==> src/cpu_consts.svh <==
`ifndef CPU_CONSTS_SVH
`define CPU_CONSTS_SVH

// memory depths in words.
`define IM_DEPTH 256
`define DM_DEPTH 256

// primary opcodes.
`define OP_ALU  6'h20
`define OP_ADDI 6'h28
`define OP_LWI  6'h02
`define OP_SWI  6'h0a
`define OP_J    6'h24

// base sub-opcodes for OP_ALU.
`define SUB_ADD 5'h00
`define SUB_SUB 5'h01
`define SUB_AND 5'h02
`define SUB_XOR 5'h03
`define SUB_OR  5'h04

// add r0, r0, r0.
`define NOP_WORD {`OP_ALU, 5'd0, 5'd0, 5'd0, 6'd0, `SUB_ADD}

`endif

==> src/cpu_pkg.sv <==
`default_nettype none

`include "cpu_consts.svh"

package cpu_pkg;

	typedef logic [31:0] word_t;
	typedef logic [ 4:0] reg_addr_t;
	typedef logic [ 5:0] opcode_t;
	typedef logic [ 4:0] sub_op_t;
	typedef logic [13:0] imm14_t;
	typedef logic [23:0] imm24_t;

	// word index into the instruction memory.
	typedef logic [$clog2(`IM_DEPTH)-1:0] pc_t;

	typedef enum logic {
		WB_ALU,
		WB_MEM
	} wb_sel_t;

	typedef enum logic [2:0] {
		ALU_ADD,
		ALU_SUB,
		ALU_AND,
		ALU_OR,
		ALU_XOR
	} alu_op_t;

endpackage

`default_nettype wire

==> src/reg_file.sv <==
`timescale 1ns/100ps
`default_nettype none

module reg_file import cpu_pkg::*; (
	input  logic      clock,
	input  logic      rst,
	input  reg_addr_t ra_addr,
	input  reg_addr_t rb_addr,
	output word_t     ra_data,
	output word_t     rb_data,
	input  logic      we,
	input  reg_addr_t waddr,
	input  word_t     wdata
);

	word_t regs [32];

	always_ff @(posedge clock) begin
		if (rst) begin
			for (int i = 0; i < 32; i++)
				regs[i] <= '0;
		end else if (we && waddr != '0) begin
			regs[waddr] <= wdata;
		end
	end

	// r0 is hardwired to zero.
	assign ra_data = (ra_addr == '0) ? '0 : regs[ra_addr];
	assign rb_data = (rb_addr == '0) ? '0 : regs[rb_addr];

endmodule

`default_nettype wire

==> config.mk <==
export PLATFORM = sky130hd
export DESIGN_NAME = reg_file
export DESIGN_NICKNAME = d
export VERILOG_FILES = /design/src/cpu_pkg.sv /design/src/reg_file.sv
export VERILOG_INCLUDE_DIRS = /design/src /design/src/src
export SDC_FILE = /design/constraint.sdc
export NUM_CORES = 2
export LEC_CHECK = 0
export ABC_CLOCK_PERIOD_IN_PS = 3200
export BUFFER_PORTS_ARGS = -buffer_cell sky130_fd_sc_hd__buf_4
export CORE_UTILIZATION = 64
export CTS_CLUSTER_DIAMETER = 150
export DETAILED_ROUTE_END_ITERATION = 12
export PLACE_DENSITY = 0.81
export SYNTH_ARGS = -nofsm -noshare
export SYNTH_HDL_FRONTEND = slang
export SYNTH_SLANG_ARGS = --single-unit
export TNS_END_PERCENT = 10
==> constraint.sdc <==
create_clock -name clock -period 3.2 [get_ports clock]
set_input_delay 0.64 -clock clock [delete_from_list [all_inputs] [get_ports clock]]
set_output_delay 0.64 -clock clock [all_outputs]
set_load 0.03 [all_outputs]
==> results_dict.tcl <==
set metrics [dict create \
    die_w_um 293 \
    crit_fanout 11 \
    cts_buffers 107 \
    powerDensity_nw_per_um2 513 \
    layout.nets 3837 \
    run_status "complete, but fails checks" \
    worst_setup_path_start_kind "input pin" \
    drc 0 \
    top_register "regs" \
    drive_gt1_frac 0.370 \
    endpoint_kind "primary output" \
    stdcell_area_sq_um 64700 \
    syn_area_sq_um 54300 \
    ys_seq_elements 1024 \
    ys.warnings.count 0 \
    max_freq_mhz 289 \
    grt_pass1_vias 37600 \
    io_pins 114 \
    cap_violations 0 \
    top_regs "regs (1024)" \
    p_sw_frac 0.261 \
    vias_per_cell 7.35 \
    worstMarginPinSlew_ns 0.889 \
    synthTopCellsByCount "edfxtp_1 (1024), and2_1 (995), mux4_2 (472)" \
    netlist_top_cells_area "edfxtp_1 (57%), mux4_2 (20%), and2_1 (11%)" \
    violations "setup timing" \
    synthArstFlopShare 0 \
    p_seq_frac 0.480 \
    ys_types 42 \
    p_comb_frac 0.155 \
    hold_buffers 0 \
    grt_antenna_before_repair 7 \
    finalSetupViolCount 56 \
    largest_reg_flops 1024 \
    grt_max_degree 60 \
    layout_min_cycle_time_ns 3.46 \
    busiest_layer "met2" \
    whs_ns 0.226 \
    total_power_w 0.0332 \
    rows 106 \
    synthCells 3502 \
    wl_per_cell_um 35.7 \
    tns_ns -6.09 \
    met2_usage 0.637 \
    worstPathRequired_ns 2.56 \
    cts_num_sinks 1024 \
    core_area_sq_um 83800 \
    dr.pass1.iters 6 \
    cts_tree "built" \
    use_met1 0.534 \
    rsz0062_at_grt "true" \
    cellLeakagePower_nw 22.9 \
    ant_nets 0 \
    cp.arrival_ns 2.82 \
    h-tree-depth 3 \
    yosysMostFrequentCell "edfxtp_1" \
    min_path_type "input pin to flip-flop" \
    hold_viol 0 \
    synth_seq_area_share 0.567 \
    synth_top_area_cell "edfxtp_1" \
    dieArea_sq_um 85900 \
    dominantRegCellSynth "edfxtp_1" \
    cts.path.max_buffers 3 \
    p_int_w 0.0245 \
    die_y_um 293 \
    layout_setup_ws_ns -0.263 \
    switchingPower_w 0.00867 \
    clkTransAtPathRegs_ns 0.06 \
    grt_remaining_overflow 0 \
    worstSetupPathType "input pin to primary output" \
    synth_edf_count 1024 \
    synth_area_per_cell_sq_um 15.5 \
    portBuffers 113 \
    dpl_cell_area_sq_um 58900 \
    fillers 4601 \
    place_hpwl_mm 110 \
    gp_congestion 0.932 \
    cts_root_buf "clkbuf_16" \
    finalCritPeriodShare 1.08 \
    grt_usage 0.419 \
    grt_first_pass_wirelength_mm 255 \
    max_slew_margin 0.407 \
    power.share.clock 0.365 \
    vias 36900 \
    slew_viol_final 0 \
    first_iter_violations 6089 \
    met3_usage 0.0991 \
    peakVddDrop_uv 553 \
    yosys.area.top_type_share 0.567 \
    initial_core_util 0.647 \
    syn_to_final_growth_pct 19.2 \
    finalWirelength_mm 179 \
]
critical path, cell delays in order:
cell	delay [ns]
buf_16	0.15
buf_12	0.15
buf_16	0.18
buf_16	0.16
buf_4	0.15
mux4_2	0.51
mux2_2	0.28
o22ai_1	0.24
nor3_1	0.15
buf_4	0.19
final cells by class:
class                      count  area, sq um  share of cell area
antenna                        3         7.51            0.000116
clock buffer                 125         2770              0.0428
clock inverter                75          609             0.00942
inverter                       2         7.51            0.000116
multi-input combinational   2120        23500               0.364
sequential                  1024        30700               0.475
tap                         1134         1420              0.0219
timing repair buffer         532         5610              0.0867
path summary, 6_finish.rpt:
path | slack [ns] | from | end | cells past startpoint
hold / removal | 0.23 | rst | regs[0][28] | 1
setup / recovery | -0.26 | ra_addr[1] | ra_data[3] | 10
timing repair:
action / CTS / global route
setup buffers: 24 / 10
resized for setup: 239 / 84
pin swaps: 58 / 25
endpoints found under the setup margin: 64 / 63
cloned: 6 / 1
kinds of logic (layout without fill, tap and decap cells):
| family | count (synthesis) | count (layout) | share of synthesized area |
|---|---|---|---|
| AOI/OAI and AO/OA | 259 | 259 | 0.0365 |
| buffers and inverters | 389 | 734 | 0.0335 |
| DFF | 1024 | 1024 | 0.567 |
| muxes | 652 | 652 | 0.230 |
| other | 1 | 35 | 0.0000691 |
| and+or+nand+nor | 1177 | 1177 | 0.133 |
power groups by stage:
stage               clock network (W)  logic (W)  registers, W
floorplan                           0    0.00263        0.0160
global placement                    0    0.00438        0.0161
detailed placement                  0    0.00446        0.0162
CTS                            0.0121    0.00485        0.0159
global route                   0.0126    0.00522        0.0160
finish                         0.0121    0.00514        0.0160
routing by layer:
layer  up-vias  wire (um)
met4         6      15000
met5         -         34
met1     18300      57000
met2      3550      82900
li1      14200          -
met3       799      24200
placed cells by master (no fill, tap or decap), drive strengths merged, types with 3 or more instances in the layout:
master	instances
o21ai	4
clkinvlp	6
mux2	30
or2	33
or3b	4
a22o	51
mux2i	150
a22oi	16
clkbuf	126
nor3	54
a211oi	7
a21oi	12
o22ai	103
a221oi	4
bufbuf	3
nand3b	5
nor2	36
a2111oi	55
nand2b	5
nor4	6
conb	32
and3	3
nand3	5
edfxtp	1024
nand2	7
mux4	472
bufinv	6
buf	528
inv	8
nor2b	14
a32o	4
clkinv	57
and2	995
diode	3
nor4b	3
metrics by stage:
| step | setup slack [ns] | utilization | instances |
|---|---|---|---|
| after floorplan | -0.191 | - | 3533 |
| after global placement | -0.489 | 0.703 | 4777 |
| after detailed placement | -0.485 | 0.703 | 4777 |
| after CTS | -0.179 | 0.764 | 5002 |
| after global routing | -0.289 | 0.772 | 5012 |
| final | -0.263 | 0.772 | 5015 |
Note: power is estimated with default switching activity, not from simulation.
