## config.mk

```make
export PLATFORM = sky130hd
export DESIGN_NAME = pipe_walls
export DESIGN_NICKNAME = d
export VERILOG_FILES = /design/src/cpu_pkg.sv /design/src/pipe_walls.sv
export VERILOG_INCLUDE_DIRS = /design/src /design/src/src
export SDC_FILE = /design/constraint.sdc
export NUM_CORES = 1
export LEC_CHECK = 0
export BUFFER_PORTS_ARGS = -buffer_cell sky130_fd_sc_hd__buf_4
export CORE_AREA = 2 2 141 143
export DETAILED_ROUTE_END_ITERATION = 10
export DIE_AREA = 0 0 143 145
export GPL_TIMING_DRIVEN = 1
export HOLD_SLACK_MARGIN = 0.03
export PLACE_DENSITY = 0.57
export SYNTH_ARGS = -nofsm -noshare
export SYNTH_HDL_FRONTEND = slang
export SYNTH_SLANG_ARGS = --single-unit
```

## constraint.sdc

```tcl
create_clock -name clock -period 1.69 [get_ports clock]
set_input_delay 0.507 -clock clock [delete_from_list [all_inputs] [get_ports clock]]
set_output_delay 0.507 -clock clock [all_outputs]
set_load 0.05 [all_outputs]
```

## src/cpu_consts.svh

```systemverilog
`ifndef CPU_CONSTS_SVH
`define CPU_CONSTS_SVH

// memory depths in words.
`define IM_DEPTH 256
`define DM_DEPTH 256

// primary opcodes.
`define OP_ALU  6'h20
`define OP_ADDI 6'h28
`define OP_LWI  6'h02
`define OP_SWI  6'h0a
`define OP_J    6'h24

// base sub-opcodes for OP_ALU.
`define SUB_ADD 5'h00
`define SUB_SUB 5'h01
`define SUB_AND 5'h02
`define SUB_XOR 5'h03
`define SUB_OR  5'h04

// add r0, r0, r0.
`define NOP_WORD {`OP_ALU, 5'd0, 5'd0, 5'd0, 6'd0, `SUB_ADD}

`endif

```

## src/cpu_pkg.sv

```systemverilog
`default_nettype none

`include "cpu_consts.svh"

package cpu_pkg;

	typedef logic [31:0] word_t;
	typedef logic [ 4:0] reg_addr_t;
	typedef logic [ 5:0] opcode_t;
	typedef logic [ 4:0] sub_op_t;
	typedef logic [13:0] imm14_t;
	typedef logic [23:0] imm24_t;

	// word index into the instruction memory.
	typedef logic [$clog2(`IM_DEPTH)-1:0] pc_t;

	typedef enum logic {
		WB_ALU,
		WB_MEM
	} wb_sel_t;

	typedef enum logic [2:0] {
		ALU_ADD,
		ALU_SUB,
		ALU_AND,
		ALU_OR,
		ALU_XOR
	} alu_op_t;

endpackage

`default_nettype wire

```

## src/pipe_walls.sv

```systemverilog
`timescale 1ns/100ps
`default_nettype none

`include "cpu_consts.svh"

module pipe_walls import cpu_pkg::*; (
	input  logic      clock,
	input  logic      rst,
	input  logic      run,
	input  logic      flush,

	input  word_t     fetch_instr,
	output word_t     id_instr,

	input  word_t     ra_data,
	input  word_t     rt_data,
	input  word_t     rb_data,
	input  alu_op_t   alu_op,
	input  imm14_t    imm_14bit,
	input  imm24_t    imm_24bit,
	input  logic      select_alu_imm,
	input  wb_sel_t   select_write_reg,
	input  reg_addr_t rt_addr,
	input  logic      do_dm_read,
	input  logic      do_dm_write,
	input  logic      do_reg_write,
	input  logic      do_jump,

	output word_t     ex_ra_data,
	output word_t     ex_rt_data,
	output word_t     ex_rb_data,
	output alu_op_t   ex_alu_op,
	output imm14_t    ex_imm_14bit,
	output imm24_t    ex_imm_24bit,
	output logic      ex_select_alu_imm,
	output wb_sel_t   ex_select_write_reg,
	output reg_addr_t ex_rt_addr,
	output logic      ex_do_dm_read,
	output logic      ex_do_dm_write,
	output logic      ex_do_reg_write,
	output logic      ex_do_jump
);

	// IF/ID wall.
	always_ff @(posedge clock) begin
		if (rst || flush)
			id_instr <= `NOP_WORD;
		else if (run)
			id_instr <= fetch_instr;
	end

	// ID/EX strobes, dropped on a flush.
	always_ff @(posedge clock) begin
		if (rst || flush) begin
			ex_do_dm_read   <= 1'b0;
			ex_do_dm_write  <= 1'b0;
			ex_do_reg_write <= 1'b0;
			ex_do_jump      <= 1'b0;
		end else if (run) begin
			ex_do_dm_read   <= do_dm_read;
			ex_do_dm_write  <= do_dm_write;
			ex_do_reg_write <= do_reg_write;
			ex_do_jump      <= do_jump;
		end
	end

	// ID/EX payload.
	always_ff @(posedge clock) begin
		if (run) begin
			ex_ra_data          <= ra_data;
			ex_rt_data          <= rt_data;
			ex_rb_data          <= rb_data;
			ex_alu_op           <= alu_op;
			ex_imm_14bit        <= imm_14bit;
			ex_imm_24bit        <= imm_24bit;
			ex_select_alu_imm   <= select_alu_imm;
			ex_select_write_reg <= select_write_reg;
			ex_rt_addr          <= rt_addr;
		end
	end

	// one kind of side effect per instruction.
	a_one_effect: assert property (
		@(posedge clock) disable iff (rst)
		$onehot0({ex_do_dm_write, ex_do_reg_write, ex_do_jump})
	);

endmodule

`default_nettype wire

```

==> impl_metrics.ini <==
[drt]
drc = 0
ant_nets = 0
vias = 3779
drt_wl_total_mm = 15.9
wl_per_cell_um = 17.1
initialDrtViolationCount = 99
drt_first_pass_iters = 4
via_per_inst = 4.08

[die]
core_area_um2 = 19200
num_rows = 51
die-width_um = 143
die_area_um2 = 20700
ios = 364
die-height_um = 145
start_util_pct = 29.3

[global_routing]
grt_max_degree = 37
grtUsageTotal_pct = 14.8
grt_pass1_wl_mm = 22.8
antenna_found_initial = 0
first_global_vias = 4087
grt-ovfl-total = 0

[timing]
rsz0062_at_grt = no
fmax_ghz = 0.649
hold_slack_ns = 0.256
clock_skew_ns = 0
timing.setup.tns_ns = 0
period_share_pct = 91.2
relSlewSlack_pct = 74.3
setup_viol = 0
finalHoldViolCount = 0
finalCriticalPeriod_ns = 1.54
slew_violations = 0
worstMarginPinSlew_ns = 0.385

[job]
cap_viol_max_count = 0

[yosys]
synth_seq_area_share_pct = 89.5
synth_top_area_cell = edfxtp_1
synthTopCellsByArea = edfxtp_1 77%, dfxtp_1 13%, mux2i_1 6.2%
yosys-top-cells-count = 144 x edfxtp_1, 36 x dfxtp_1, 35 x mux2i_1, 35 x nor2_1, 7 x buf_6
synth_area_um2 = 5630
synth_top_area_share_pct = 76.7
syn_inst = 261
syn-num-nets = 445
ys_ff_latch = 180
synth-main-ff-cell = edfxtp_1
avgSynthCellArea_um2 = 21.6
yosys_warnings = 0
synth_edf_count = 144
netlist-cell-type-count = 9
yosysMostFrequentCell = edfxtp_1
async_flop_share_pct = 0

[critical_path]
crit_path_cell_trace = buf_4
worstSetupPathType = reg2out
cp_slowest_stage_delay_ns = 0.41
critPathTopFamily = flip-flops
path_max_fanout = 1
path_buf_inv = 1
cp.arrival_ns = 1.03
endpoint_kind = primary output
start_kind = flip-flop
crit_slowest_cell = edfxtp_1
critical_path_required_ns = 1.18

[cts]
postCtsHoldBufs = 0
clock-root-buffer = clkbuf_16
cts_repair_resize_count = 0
cts_inserted_buffers = 17
clk_path_buf_depth = 2
htree_levels = 4
clkTransAtPathRegs_ns = 0.07
cts_tree = yes
cts_setup_buffers = 0
clock-sinks = 180
clock_latency_ns = 0.42

[placement]
portBuffers = 363
dpl.hpwl_mm = 12.4
place.gp.congestion = 0.801
place_inst = 895

[power]
switchingPower_mw = 3.24
p_leak_nw = 4.09
irDropWorstVdd_v = 0.000612
combPwrFrac_pct = 18.5
powerDensity_nw_per_um2 = 1210
p_total_mw = 11.3
swShare_pct = 28.7
internal_power_mw = 8.06
seq_power_share_pct = 46.1
p_clk_share_pct = 35.3

[hold_path]
hold_path_class = in2reg

[outcome]
status = complete, no violations

[cells_and_area]
nets = 833
instances_no_fill = 927
antennaDiodeCount = 0
area.growth.synth_to_final_pct = 65.7
layout-drive-gt1-share_pct = 61.5
## final timing paths
path	startpoint	endpoint	slack [ns]	depth (start not counted)
setup / recovery	ex_imm_24bit[22]	ex_imm_24bit[22]	0.15	1
hold / removal	imm_14bit[6]	ex_imm_14bit[6]	0.26	1
setup reg to reg	id_instr[31]	id_instr[31]	0.91	2
hold reg to reg	id_instr[0]	id_instr[0]	0.50	2
## worst register-to-register path, stage by stage, from the launching register on
cell     delay [ns]
dfxtp_1        0.32
nor2b_1        0.12
a211o_1        0.23
## cell usage in the layout, fill, tap and decap left out
master	n
inv_6	3
bufinv_16	2
edfxtp_1	144
clkinv_4	2
a211o_1	1
clkbuf_1	2
clkinvlp_4	2
buf_12	2
nor2b_1	1
clkbuf_8	1
dfxtp_1	36
clkbuf_16	17
or2_1	1
nor2_1	35
buf_4	374
mux2i_1	35
inv_8	4
## stage by stage
step / utilization [%] / instance area (µm²) / setup WS [ns]
4_1_cts: 48.6 / 9340 / 0.128
2_1_floorplan: - / 5630 / 0.461
5_1_grt: 48.6 / 9340 / 0.110
6_report: 48.6 / 9340 / 0.149
3_3_place_gp: 45.5 / 8740 / 0.188
3_5_place_dp: 45.5 / 8740 / 0.154
## cell type report
class | instances | area (µm²)
clock buffer | 19 | 433
clock inverter | 13 | 164
fill | 1687 | 9870
multi-input combinational | 73 | 503
sequential | 180 | 5040
tap | 265 | 332
timing repair buffer | 377 | 2860
## metal layers
layer | GRT usage, % | wire length [µm]
met1 | 14.9 | 5530
met4 | 6.88 | 403
met2 | 26.1 | 8110
met3 | 6.44 | 1830
met5 | 0 | 0
## power by group through the flow
stage | Sequential [mW] | Combinational, mW | Clock (mW)
after floorplan | 6.40 | 0.104 | 0
after global placement | 5.31 | 2.10 | 0
after detailed placement | 5.32 | 2.12 | 0
after CTS | 5.22 | 2.12 | 4.11
after global routing | 5.24 | 2.17 | 4.31
final | 5.22 | 2.10 | 3.99
## cell families after synthesis
group                  count (synthesis)  synth area share (%)
AOI/OAI and AO/OA                      1                 0.155
buffers and inverters                  8                  1.53
DFF                                  180                  89.5
muxes                                 35                  6.22
and+or+nand+nor                       37                  2.55
Note: power is estimated with default switching activity, not from simulation.
