### src/cpu_consts.svh
`ifndef CPU_CONSTS_SVH
`define CPU_CONSTS_SVH

// memory depths in words.
`define IM_DEPTH 256
`define DM_DEPTH 256

// primary opcodes.
`define OP_ALU  6'h20
`define OP_ADDI 6'h28
`define OP_LWI  6'h02
`define OP_SWI  6'h0a
`define OP_J    6'h24

// base sub-opcodes for OP_ALU.
`define SUB_ADD 5'h00
`define SUB_SUB 5'h01
`define SUB_AND 5'h02
`define SUB_XOR 5'h03
`define SUB_OR  5'h04

// add r0, r0, r0.
`define NOP_WORD {`OP_ALU, 5'd0, 5'd0, 5'd0, 6'd0, `SUB_ADD}

`endif

### src/cpu_pkg.sv
`default_nettype none

`include "cpu_consts.svh"

package cpu_pkg;

	typedef logic [31:0] word_t;
	typedef logic [ 4:0] reg_addr_t;
	typedef logic [ 5:0] opcode_t;
	typedef logic [ 4:0] sub_op_t;
	typedef logic [13:0] imm14_t;
	typedef logic [23:0] imm24_t;

	// word index into the instruction memory.
	typedef logic [$clog2(`IM_DEPTH)-1:0] pc_t;

	typedef enum logic {
		WB_ALU,
		WB_MEM
	} wb_sel_t;

	typedef enum logic [2:0] {
		ALU_ADD,
		ALU_SUB,
		ALU_AND,
		ALU_OR,
		ALU_XOR
	} alu_op_t;

endpackage

`default_nettype wire

### src/decode_ctrl.sv
`timescale 1ns/100ps
`default_nettype none

`include "cpu_consts.svh"

module decode_ctrl import cpu_pkg::*; (
	input  word_t     instr,
	output opcode_t   opcode,
	output sub_op_t   sub_op_base,
	output imm14_t    imm_14bit,
	output imm24_t    imm_24bit,
	output reg_addr_t ra_addr,
	output reg_addr_t rt_addr,
	output reg_addr_t rb_addr,
	output alu_op_t   alu_op,
	output logic      select_alu_imm,
	output wb_sel_t   select_write_reg,
	output logic      do_dm_read,
	output logic      do_dm_write,
	output logic      do_reg_write,
	output logic      do_jump
);

	assign opcode      = instr[31:26];
	assign rt_addr     = instr[25:21];
	assign ra_addr     = instr[20:16];
	assign sub_op_base = instr[4:0];
	assign imm_14bit   = instr[13:0];
	assign imm_24bit   = instr[23:0];

	// second read port takes rt on a store, for the store data.
	assign rb_addr = (opcode == `OP_SWI) ? instr[25:21] : instr[15:11];

	always_comb begin
		alu_op           = ALU_ADD;
		select_alu_imm   = 1'b0;
		select_write_reg = WB_ALU;
		do_dm_read       = 1'b0;
		do_dm_write      = 1'b0;
		do_reg_write     = 1'b0;
		do_jump          = 1'b0;
		case (opcode)
			`OP_ALU: begin
				do_reg_write = 1'b1;
				case (sub_op_base)
					`SUB_ADD: alu_op = ALU_ADD;
					`SUB_SUB: alu_op = ALU_SUB;
					`SUB_AND: alu_op = ALU_AND;
					`SUB_OR:  alu_op = ALU_OR;
					`SUB_XOR: alu_op = ALU_XOR;
					default:  do_reg_write = 1'b0; // unknown sub-op, no effect.
				endcase
			end
			`OP_ADDI: begin
				select_alu_imm = 1'b1;
				do_reg_write   = 1'b1;
			end
			`OP_LWI: begin
				select_alu_imm   = 1'b1;
				select_write_reg = WB_MEM;
				do_dm_read       = 1'b1;
				do_reg_write     = 1'b1;
			end
			`OP_SWI: begin
				select_alu_imm = 1'b1; // address is ra plus imm.
				do_dm_write    = 1'b1;
			end
			`OP_J: do_jump = 1'b1;
			default: ; // runs as a nop.
		endcase
	end

endmodule

`default_nettype wire

### config.mk
export PLATFORM = sky130hd
export DESIGN_NAME = decode_ctrl
export DESIGN_NICKNAME = d
export VERILOG_FILES = /design/src/cpu_pkg.sv /design/src/decode_ctrl.sv
export VERILOG_INCLUDE_DIRS = /design/src /design/src/src
export SDC_FILE = /design/constraint.sdc
export NUM_CORES = 1
export LEC_CHECK = 0
export BUFFER_PORTS_ARGS = -buffer_cell sky130_fd_sc_hd__buf_4
export CAP_MARGIN = 30
export CELL_PAD_IN_SITES_DETAIL_PLACEMENT = 1
export CELL_PAD_IN_SITES_GLOBAL_PLACEMENT = 2
export CORE_ASPECT_RATIO = 1.4
export CORE_MARGIN = 10
export CORE_UTILIZATION = 14
export DETAILED_ROUTE_END_ITERATION = 16
export PLACE_DENSITY = 0.89
export SYNTH_ARGS = -nofsm -noshare
export SYNTH_HDL_FRONTEND = slang
export SYNTH_SLANG_ARGS = --single-unit
### constraint.sdc
create_clock -name vclk -period 1.3
set_input_delay 0 -clock vclk [all_inputs]
set_output_delay 0 -clock vclk [all_outputs]
set_load 0.03 [all_outputs]
==> results by group, run 1 <==
Yosys
  – Largest family of logic cells by synthesized area: buffers and inverters
  – Yosys warns: 0
  – Syn nets: 118
  – Synth top area share: 65.3%
  – Mux cell area share after synthesis: 10.9%
  – Compound-Gate Fraction of Synth Area: 3.63%
  – Synth Area in XOR/XNOR: 2.54%
  – Post-Synth Adder-Cell Area: 0%
  – Cell Area, Synth: 689 um2
  – Sequential area share after synthesis: 0%
  – Dominant cells by area after synthesis: buf_4, mux2_4, xnor2_1, nor3_4, nor3_1
  – Simple-Gate Fraction of Synth Area: 16.0%
  – Post-Synthesis Cells: 86
  – Post-synthesis area per instance: 8.02 um2
  – Post-synth top area cell: buf_4
  – Yosys cell types: 18

Floorplanning
  – Starting density of the core: 14.3%
  – Die area: 8170 um2
  – Num rows: 30
  – Core area: 4800 um2
  – DIE HEIGHT: 103 um
  – Die Wd: 79.3 um
  – # IOs: 105

CTS
  – Hold_buf cts: 0
  – Post-cts repair resize count: 0
  – Setup Fix Bufs, Post-CTS: 0

Power and ir drop
  – Worst vdd ir: 0.0853 mV
  – Total power: 378 uW
  – Leak Pwr: 0.000438 uW
  – Pwr Density: 435 nW/um2

Status
  – Outcome: finished, final reports clean

STA
  – Final Cycle Share: 90.7%
  – Fmax: 848 MHz
  – Worst-margin pin slew: 277 ps
  – Setup violators final: 0
  – Slew Viols, Final: 0
  – Min cycle time layout: 1180 ps
  – Endpoints failing hold: 0
  – RSZ-0062 raised after global routing: no
  – Setup_tns: 0 ps
  – Worst rel slew slack: 81.3%

Global routing
  – Grt peak-use layer: met2
  – Grt met1 use: 4.25%
  – First-pass GRT wire length: 3260 um
  – Met3 Use GR: 2.79%
  – Antenna violations before repair: 0
  – Global route overflow: 0
  – Vias in the first global route: 643
  – Largest net degree at the start of global routing: 8
  – GRT Resource Usage Total: 4.78%
  – Met2 GRT Util: 9.38%

Finish
  – Most frequent cells in the layout: buf_4, mux2_4, nor3_1
  – Storage cell area: 0 um2
  – Fin nets: 132
  – Clock Buffer Count: 0
  – Share of cells above drive strength 1: 82.7%
  – Final core utilization: 18.1%
  – Inserted Diodes: 0
  – Area grow syn2layout: 26.0%
  – Fillers: 615
  – Num sequential: 0
  – Multi-input gate area: 228 um2
  – Commonest non-fill, non-tap cell in the layout: buf_4
  – Finished Cell Area: 868 um2

Placement
  – Placed cell area: 868 um2
  – Post-detail-place hpwl: 2020 um
  – I/O Buffers: 72
  – Placer congestion estimate: 0.640

Critical path
  – Critical path capture point type: primary output
  – Crit Path Category: in -> out
  – CP Launch Type: input port
  – Worst path arrival time: 1180 ps
  – Required time of the critical path: 1300 ps
  – Highest fanout seen on the critical path: 6

Routing
  – Vias per cell: 3.31
  – Pre-Repair DR Iteration Count: 2
  – Routed via count: 536
  – DRC: 0
  – Drt total wl: 2160 um
  – ANT nets after route: 0
  – Routed len/inst: 13.3 um
  – Initial drt markers: 24

Run
  – Max-Cap Viols: 0

Hold path
  – Min-delay src: instr[19]
  – Endpoint, Worst Hold: imm_24bit[19]
  – WHS Path Cells: 0
  – Worst min path class: in -> out
Yosys cell counts:
cell       number
and2_2          1
nand2_1         1
nor3_1          3
and3b_1         1
o21a_1          2
and4bb_2        1
nor3b_1         1
nand4bb_1       1
nor4_1          1
o21ai_0         2
nor4b_1         1
nor2b_1         1
nor3_4          1
mux2_4          5
buf_4          60
and3_1          1
xnor2_1         2
buf_6           1
critical path, cell delays in order:
cell and delay, ps:
buf_4 130, nor3_4 220, and3_1 230, buf_12 130, mux2_4 300, buf_4 170
per-stage QoR:
step | std cells | worst slack, ps | hold slack, ps
floorplan | 86 | 196 | 115
global placement | 162 | 111 | 0.316
detailed placement | 162 | 91.6 | 0.316
CTS | 162 | 93.8 | 0.316
global route | 162 | 40.4 | 0.0703
finish | 162 | 121 | 0.0203
cell families (layout without fill, tap and decap cells):
logic type                after synthesis  in the layout
buffers and inverters                  61             73
and+or+nand+nor                        14             14
muxes                                   5              5
AOI/OAI and AO/OA                       4              4
xor gates and xnor gates                2              2
worst max path at each step:
| stage | from | endpoint | slack (ps) | cells after the start |
|---|---|---|---|---|
| 2_1_floorplan | instr[4] | do_reg_write | 200 | 3 |
| 3_5_place_dp | instr[26] | rb_addr[1] | 90 | 6 |
| 3_3_place_gp | instr[26] | rb_addr[3] | 110 | 6 |
| 4_1_cts | instr[26] | rb_addr[1] | 90 | 6 |
| 6_report | instr[26] | rb_addr[1] | 120 | 6 |
| 5_1_grt | instr[26] | rb_addr[1] | 40 | 6 |
routing by layer:
| layer | wire, um | share of wire (%) |
|---|---|---|
| met5 | 0 | 0 |
| met4 | 4 | 0.19 |
| met3 | 326 | 15 |
| met2 | 1180 | 55 |
| met1 | 648 | 30 |
cell type report:
type	instances	area share [%]
well taps	64	9.22
repair buffers	73	64.6
multi-input cells	25	26.2
where the power goes:
| group | internal (uW) | switching (uW) | total (uW) |
|---|---|---|---|
| Clock | 0 | 0 | 0 |
| Sequential | 0 | 0 | 0 |
| Combinational | 155 | 223 | 378 |
| Total | 155 | 223 | 378 |
(Power assumes the default switching activity.)
==> inputs of run 2 (changes only) <==
- CORE_ASPECT_RATIO: 1.4 -> not set
==> run 2 against run 1 <==
Core utilization up 0.27 points. Sequential share of layout area unchanged. Global-route usage down 0.053 points. Cell count up 1.9%. First-iteration DRC count down 46%. Setup slack better by 16 ps. Critical path type unchanged. Largest power group unchanged.
==> results by group, run 2 (same netlist as run 1, synthesis figures left out) <==
Status
  – Outcome: finished, final reports clean

Finish
  – Clock Buffer Count: 0 (unchanged)
  – Num sequential: 0 (unchanged)
  – Multi-input gate area: 228 um2 (unchanged)
  – Most frequent cells in the layout: buf_4, mux2_4, nor3_1
  – Fillers: 587 (-4.6%)
  – Storage cell area: 0 um2 (unchanged)
  – Inserted Diodes: 0 (unchanged)
  – Share of cells above drive strength 1: 82.7% (unchanged)
  – Commonest non-fill, non-tap cell in the layout: buf_4
  – Fin cells: 165 (+1.9%)
  – Fin nets: 132 (unchanged)
  – Area grow syn2layout: 26.5%

Global routing
  – GRT Resource Usage Total: 4.72% (-0.053 points)
  – First-pass GRT wire length: 3310 um (+1.7%)
  – Global route overflow: 0 (unchanged)
  – Vias in the first global route: 605 (-5.9%)
  – Antenna violations before repair: 0 (unchanged)
  – Largest net degree at the start of global routing: 8 (unchanged)

STA
  – Worst-margin pin slew: 251 ps (-26.3 ps)
  – Final Cycle Share: 89.5% (-1.2 points)
  – Slew Viols, Final: 0 (unchanged)
  – Endpoints failing hold: 0 (unchanged)
  – Setup violators final: 0 (unchanged)
  – Min cycle time layout: 1160 ps (-15.9 ps)
  – Worst rel slew slack: 83.1% (+1.7 points)
  – RSZ-0062 raised after global routing: no
  – Setup_tns: 0 ps (unchanged)
  – Fmax: 860 MHz (+1.4%)

Run
  – Max-Cap Viols: 0 (unchanged)

Hold path
  – Worst min path class: in -> out

Routing
  – DRC: 0 (unchanged)
  – Drt total wl: 2180 um (+0.88%)
  – Vias per cell: 3.17 (-4.2%)
  – Initial drt markers: 13 (-46%)
  – Routed len/inst: 13.2 um (-0.95%)
  – Routed via count: 523 (-2.4%)
  – ANT nets after route: 0 (unchanged)
  – Pre-Repair DR Iteration Count: 2 (unchanged)

Floorplanning
  – # IOs: 105 (unchanged)
  – Num rows: 25 (-17%)
  – Starting density of the core: 14.5% (+0.15 points)
  – Die area: 8130 um2 (-0.48%)
  – DIE HEIGHT: 90.2 um (-12%)
  – Core area: 4750 um2 (-1.0%)
  – Die Wd: 90.2 um (+14%)

Power and ir drop
  – Leak Pwr: 0.000438 uW (unchanged)
  – Pwr Density: 435 nW/um2 (-0.10%)
  – Worst vdd ir: 0.0849 mV (-0.53%)

Placement
  – I/O Buffers: 72 (unchanged)
  – Post-detail-place hpwl: 2020 um (-0.11%)
  – Placed cell count: 165 (+1.9%)
  – Placer congestion estimate: 0.640 (about the same)

Critical path
  – Crit Path Category: in -> out
  – CP Launch Type: input port
  – Critical path capture point type: primary output
  – Highest fanout seen on the critical path: 6 (unchanged)
  – Required time of the critical path: 1300 ps (about the same)
  – Worst path arrival time: 1160 ps (-20 ps)

CTS
  – Post-cts repair resize count: 0 (unchanged)
  – Setup Fix Bufs, Post-CTS: 0 (unchanged)
  – Hold_buf cts: 0 (unchanged)
[run 2: cell type report]
type	count	share of cell area [%]
timing repair buffer	73	64.3
multi-input combinational	25	26.1
tap	67	9.61
[run 2: worst paths after layout]
check,endpoint,from,cells after the start
max,rb_addr[2],instr[26],6
min,imm_24bit[6],instr[6],0
[run 2: critical path, cell delays in order]
cell	delay, ps
buf_4	130
nor3_4	210
and3_1	230
buf_12	130
mux2_4	290
buf_4	170
[run 2: metal layers]
layer / vias to the layer above / track usage (%) / share of wire, %
met5: - / 0 / 0
met4: 0 / 0.133 / 0
met3: 0 / 2.99 / 16
met2: 54 / 7.69 / 44
met1: 224 / 5.37 / 40
li1: 245 / - / -
[run 2: per-stage QoR]
stage / cell area [um2] / worst slack [ps] / util (%) / hold slack, ps / power, uW
after detailed placement: 872 / 129 / 18.3 / 0.316 / 386
after floorplan: 689 / 196 / - / 115 / 399
after global routing: 872 / 53.5 / 18.3 / 0.0683 / 401
after global placement: 872 / 136 / 18.3 / 0.316 / 382
final: 872 / 137 / 18.3 / 0.0227 / 379
after CTS: 872 / 129 / 18.3 / 0.316 / 386
[run 2: power breakdown]
group | total, uW | internal, uW | switching [uW] | leakage [uW]
clock | 0 | 0 | 0 | 0
sequential | 0 | 0 | 0 | 0
combinational | 379 | 155 | 225 | 0.000438
==> inputs of run 3 (changes only) <==
- ABC_AREA: not set -> 1
- CORE_UTILIZATION: 14 -> 13
- PLACE_DENSITY: 0.89 -> 0.84
==> run 3 against run 2 <==
Via count increased by 27%. Wire length increased by 20%. Setup slack improved by 300 ps. Final area increased by 6.2%. Sequential share of layout area unchanged. Non-clock buffer count decreased by 1. First-iteration DRC count increased by 15%. Hold slack about the same. Synthesized cell count increased by 44%. Global-route usage increased by 0.090 points. Critical path type unchanged. Critical endpoint is now alu_op[0].
==> results by group, run 3 <==
Finish
  – Inserted Diodes: 0 (unchanged)
  – Commonest non-fill, non-tap cell in the layout: buf_4
  – Num sequential: 0 (unchanged)
  – Clock Buffer Count: 0 (unchanged)
  – Storage cell area: 0 um2 (unchanged)
  – Fin nets: 170 (+29%)
  – Most frequent cells in the layout: buf_4, nand2_1, inv_1, nand3_1, nor2_1
  – Area grow syn2layout: 24.2%
  – Share of cells above drive strength 1: 61.8% (-21 points)

STA
  – Slew Viols, Final: 0 (unchanged)
  – Min cycle time layout: 862 ps (-301 ps)
  – Endpoints failing hold: 0 (unchanged)
  – Fmax: 1160 MHz (+35%)
  – Setup_tns: 0 ps (unchanged)
  – Hold slack: 0.0169 ps (-0.00576 ps)
  – RSZ-0062 raised after global routing: no
  – Setup violators final: 0 (unchanged)
  – Worst rel slew slack: 85.6% (+2.5 points)
  – Worst-margin pin slew: 216 ps (-34.9 ps)
  – Final Cycle Share: 66.3% (-23 points)

Routing
  – Drt total wl: 2610 um (+20%)
  – Routed via count: 663 (+27%)
  – Vias per cell: 3.19 (+0.56%)
  – Pre-Repair DR Iteration Count: 3 (+1)
  – Initial drt markers: 15 (+2)
  – Routed len/inst: 12.5 um (-4.9%)
  – DRC: 0 (unchanged)
  – ANT nets after route: 0 (unchanged)

Floorplanning
  – Die Wd: 95.7 um (+6.2%)
  – DIE HEIGHT: 95.7 um (+6.2%)
  – Core area: 5540 um2 (+17%)
  – Num rows: 27 (+8.0%)
  – # IOs: 105 (unchanged)
  – Starting density of the core: 13.5% (-1.0 points)
  – Die area: 9170 um2 (+13%)

Hold path
  – Worst min path class: in -> out
  – Min-delay src: instr[16]
  – WHS Path Cells: 0 (unchanged)
  – Endpoint, Worst Hold: imm_24bit[16]

Critical path
  – Required time of the critical path: 1300 ps (about the same)
  – CP max stage cell: nor2_2
  – Crit Path Category: in -> out
  – Crit path largest cell delay: 180 ps (-110 ps)
  – CP delay by family, top: simple AND/OR/NAND/NOR gates
  – Crit path buf inv count: 2 (-1)
  – Cell mode on critical path: nor2_2
  – CP Cell Sequence: buf_4, nor2_2, nand2_1, nor2_2, nand2_1, nor2_2, buf_4
  – Critical path capture point type: primary output
  – CP Launch Type: input port
  – Highest fanout seen on the critical path: 4 (-2)
  – Worst path arrival time: 860 ps (-300 ps)

Global routing
  – GRT Resource Usage Total: 4.81% (+0.090 points)
  – Global route overflow: 0 (unchanged)
  – Antenna violations before repair: 0 (unchanged)
  – Vias in the first global route: 726 (+20%)
  – First-pass GRT wire length: 3670 um (+11%)
  – Largest net degree at the start of global routing: 8 (unchanged)

Yosys
  – Sequential area share after synthesis: 0% (unchanged)
  – Post-Synthesis Cells: 124 (+44%)
  – Synth top area share: 60.4% (-4.9 points)
  – Yosys warns: 0 (unchanged)
  – Dominant cells by area after synthesis: buf_4, nand2_1, nand3_1, inv_1, nor2_2
  – Post-synth top area cell: buf_4
  – Cell Area, Synth: 746 um2 (+8.2%)
  – Yosys cell types: 12 (-6)
  – Post-synthesis area per instance: 6.01 um2 (-25%)
  – Syn nets: 156 (+32%)
  – Commonest cells post-synth: buf_4, nand2_1, inv_1, nand3_1, nor2_1
  – Count leader, synth: buf_4

Power and ir drop
  – Pwr Density: 427 nW/um2 (-1.8%)
  – Switching part of the total: 62.9% (+3.7 points)
  – Total power: 395 uW (+4.2%)
  – Clk pwr share: 0% (unchanged)
  – Worst vdd ir: 0.0837 mV (-1.4%)
  – Combinational power share: 100.0% (about the same)
  – Seq pwr share: 0% (unchanged)
  – Leak Pwr: 0.000543 uW (+24%)
  – Cell Int Power: 147 uW (-5.3%)
  – P_sw: 249 uW (+11%)

Placement
  – I/O Buffers: 72 (unchanged)
  – Placer congestion estimate: 0.654 (+2.1%)
  – Post-detail-place hpwl: 2420 um (+20%)

Run
  – Max-Cap Viols: 0 (unchanged)

CTS
  – Setup Fix Bufs, Post-CTS: 0 (unchanged)
  – Post-cts repair resize count: 0 (unchanged)
  – Hold_buf cts: 0 (unchanged)

Status
  – Outcome: finished, final reports clean
## run 3: cell count changes in the layout (fill, tap and decap cells not counted), sizes merged, moves of 2 or more
cell / change
nand2: +22
inv: +14
nor2: +14
nand3: +10
mux2: -5
nor3: -4
a21oi: +2
o21a: -2
o21ai: -2
xnor2: -2
## run 3: worst max path at each step
stage	startpoint	to	slack [ps]	depth (start not counted)
after floorplan	instr[4]	alu_op[1]	530	3
after global placement	instr[27]	alu_op[0]	430	7
after detailed placement	instr[27]	alu_op[0]	420	7
after CTS	instr[27]	alu_op[0]	420	7
after global routing	instr[27]	alu_op[0]	340	7
final	instr[27]	alu_op[0]	440	7
## run 3: routing by layer
layer  up-vias  GRT usage, %  routed length [um]
li1        337             -                   -
met1       294          5.17                 878
met2        27          9.37                1420
met3         5          1.40                 300
met4         0         0.369                  14
met5         -             0                   0
## run 3: logic make-up after synthesis
group	share of synthesized area, %
compound gates	1.34
buf+inv	67.4
simple gates	31.2
## run 3: per-stage QoR
stage / cell area [um2] / instances / util, % / setup WS [ps]
floorplan: 746 / 124 / - / 533
global placement: 926 / 208 / 16.7 / 431
detailed placement: 926 / 208 / 16.7 / 421
CTS: 926 / 208 / 16.7 / 421
global route: 926 / 208 / 16.7 / 339
finish: 926 / 208 / 16.7 / 438
## run 3: final cells by class
class / instances / area (um2)
fillers: 704 / 4610
inverters: 14 / 52.6
multi-input cells: 50 / 243
well taps: 72 / 90.1
repair buffers: 72 / 541
## run 3: power groups by stage
stage / registers (uW) / logic, uW / clock network [uW]
after floorplan: 0 / 410 / 0
after detailed placement: 0 / 403 / 0
after global routing: 0 / 421 / 0
final: 0 / 395 / 0
after CTS: 0 / 404 / 0
after global placement: 0 / 400 / 0
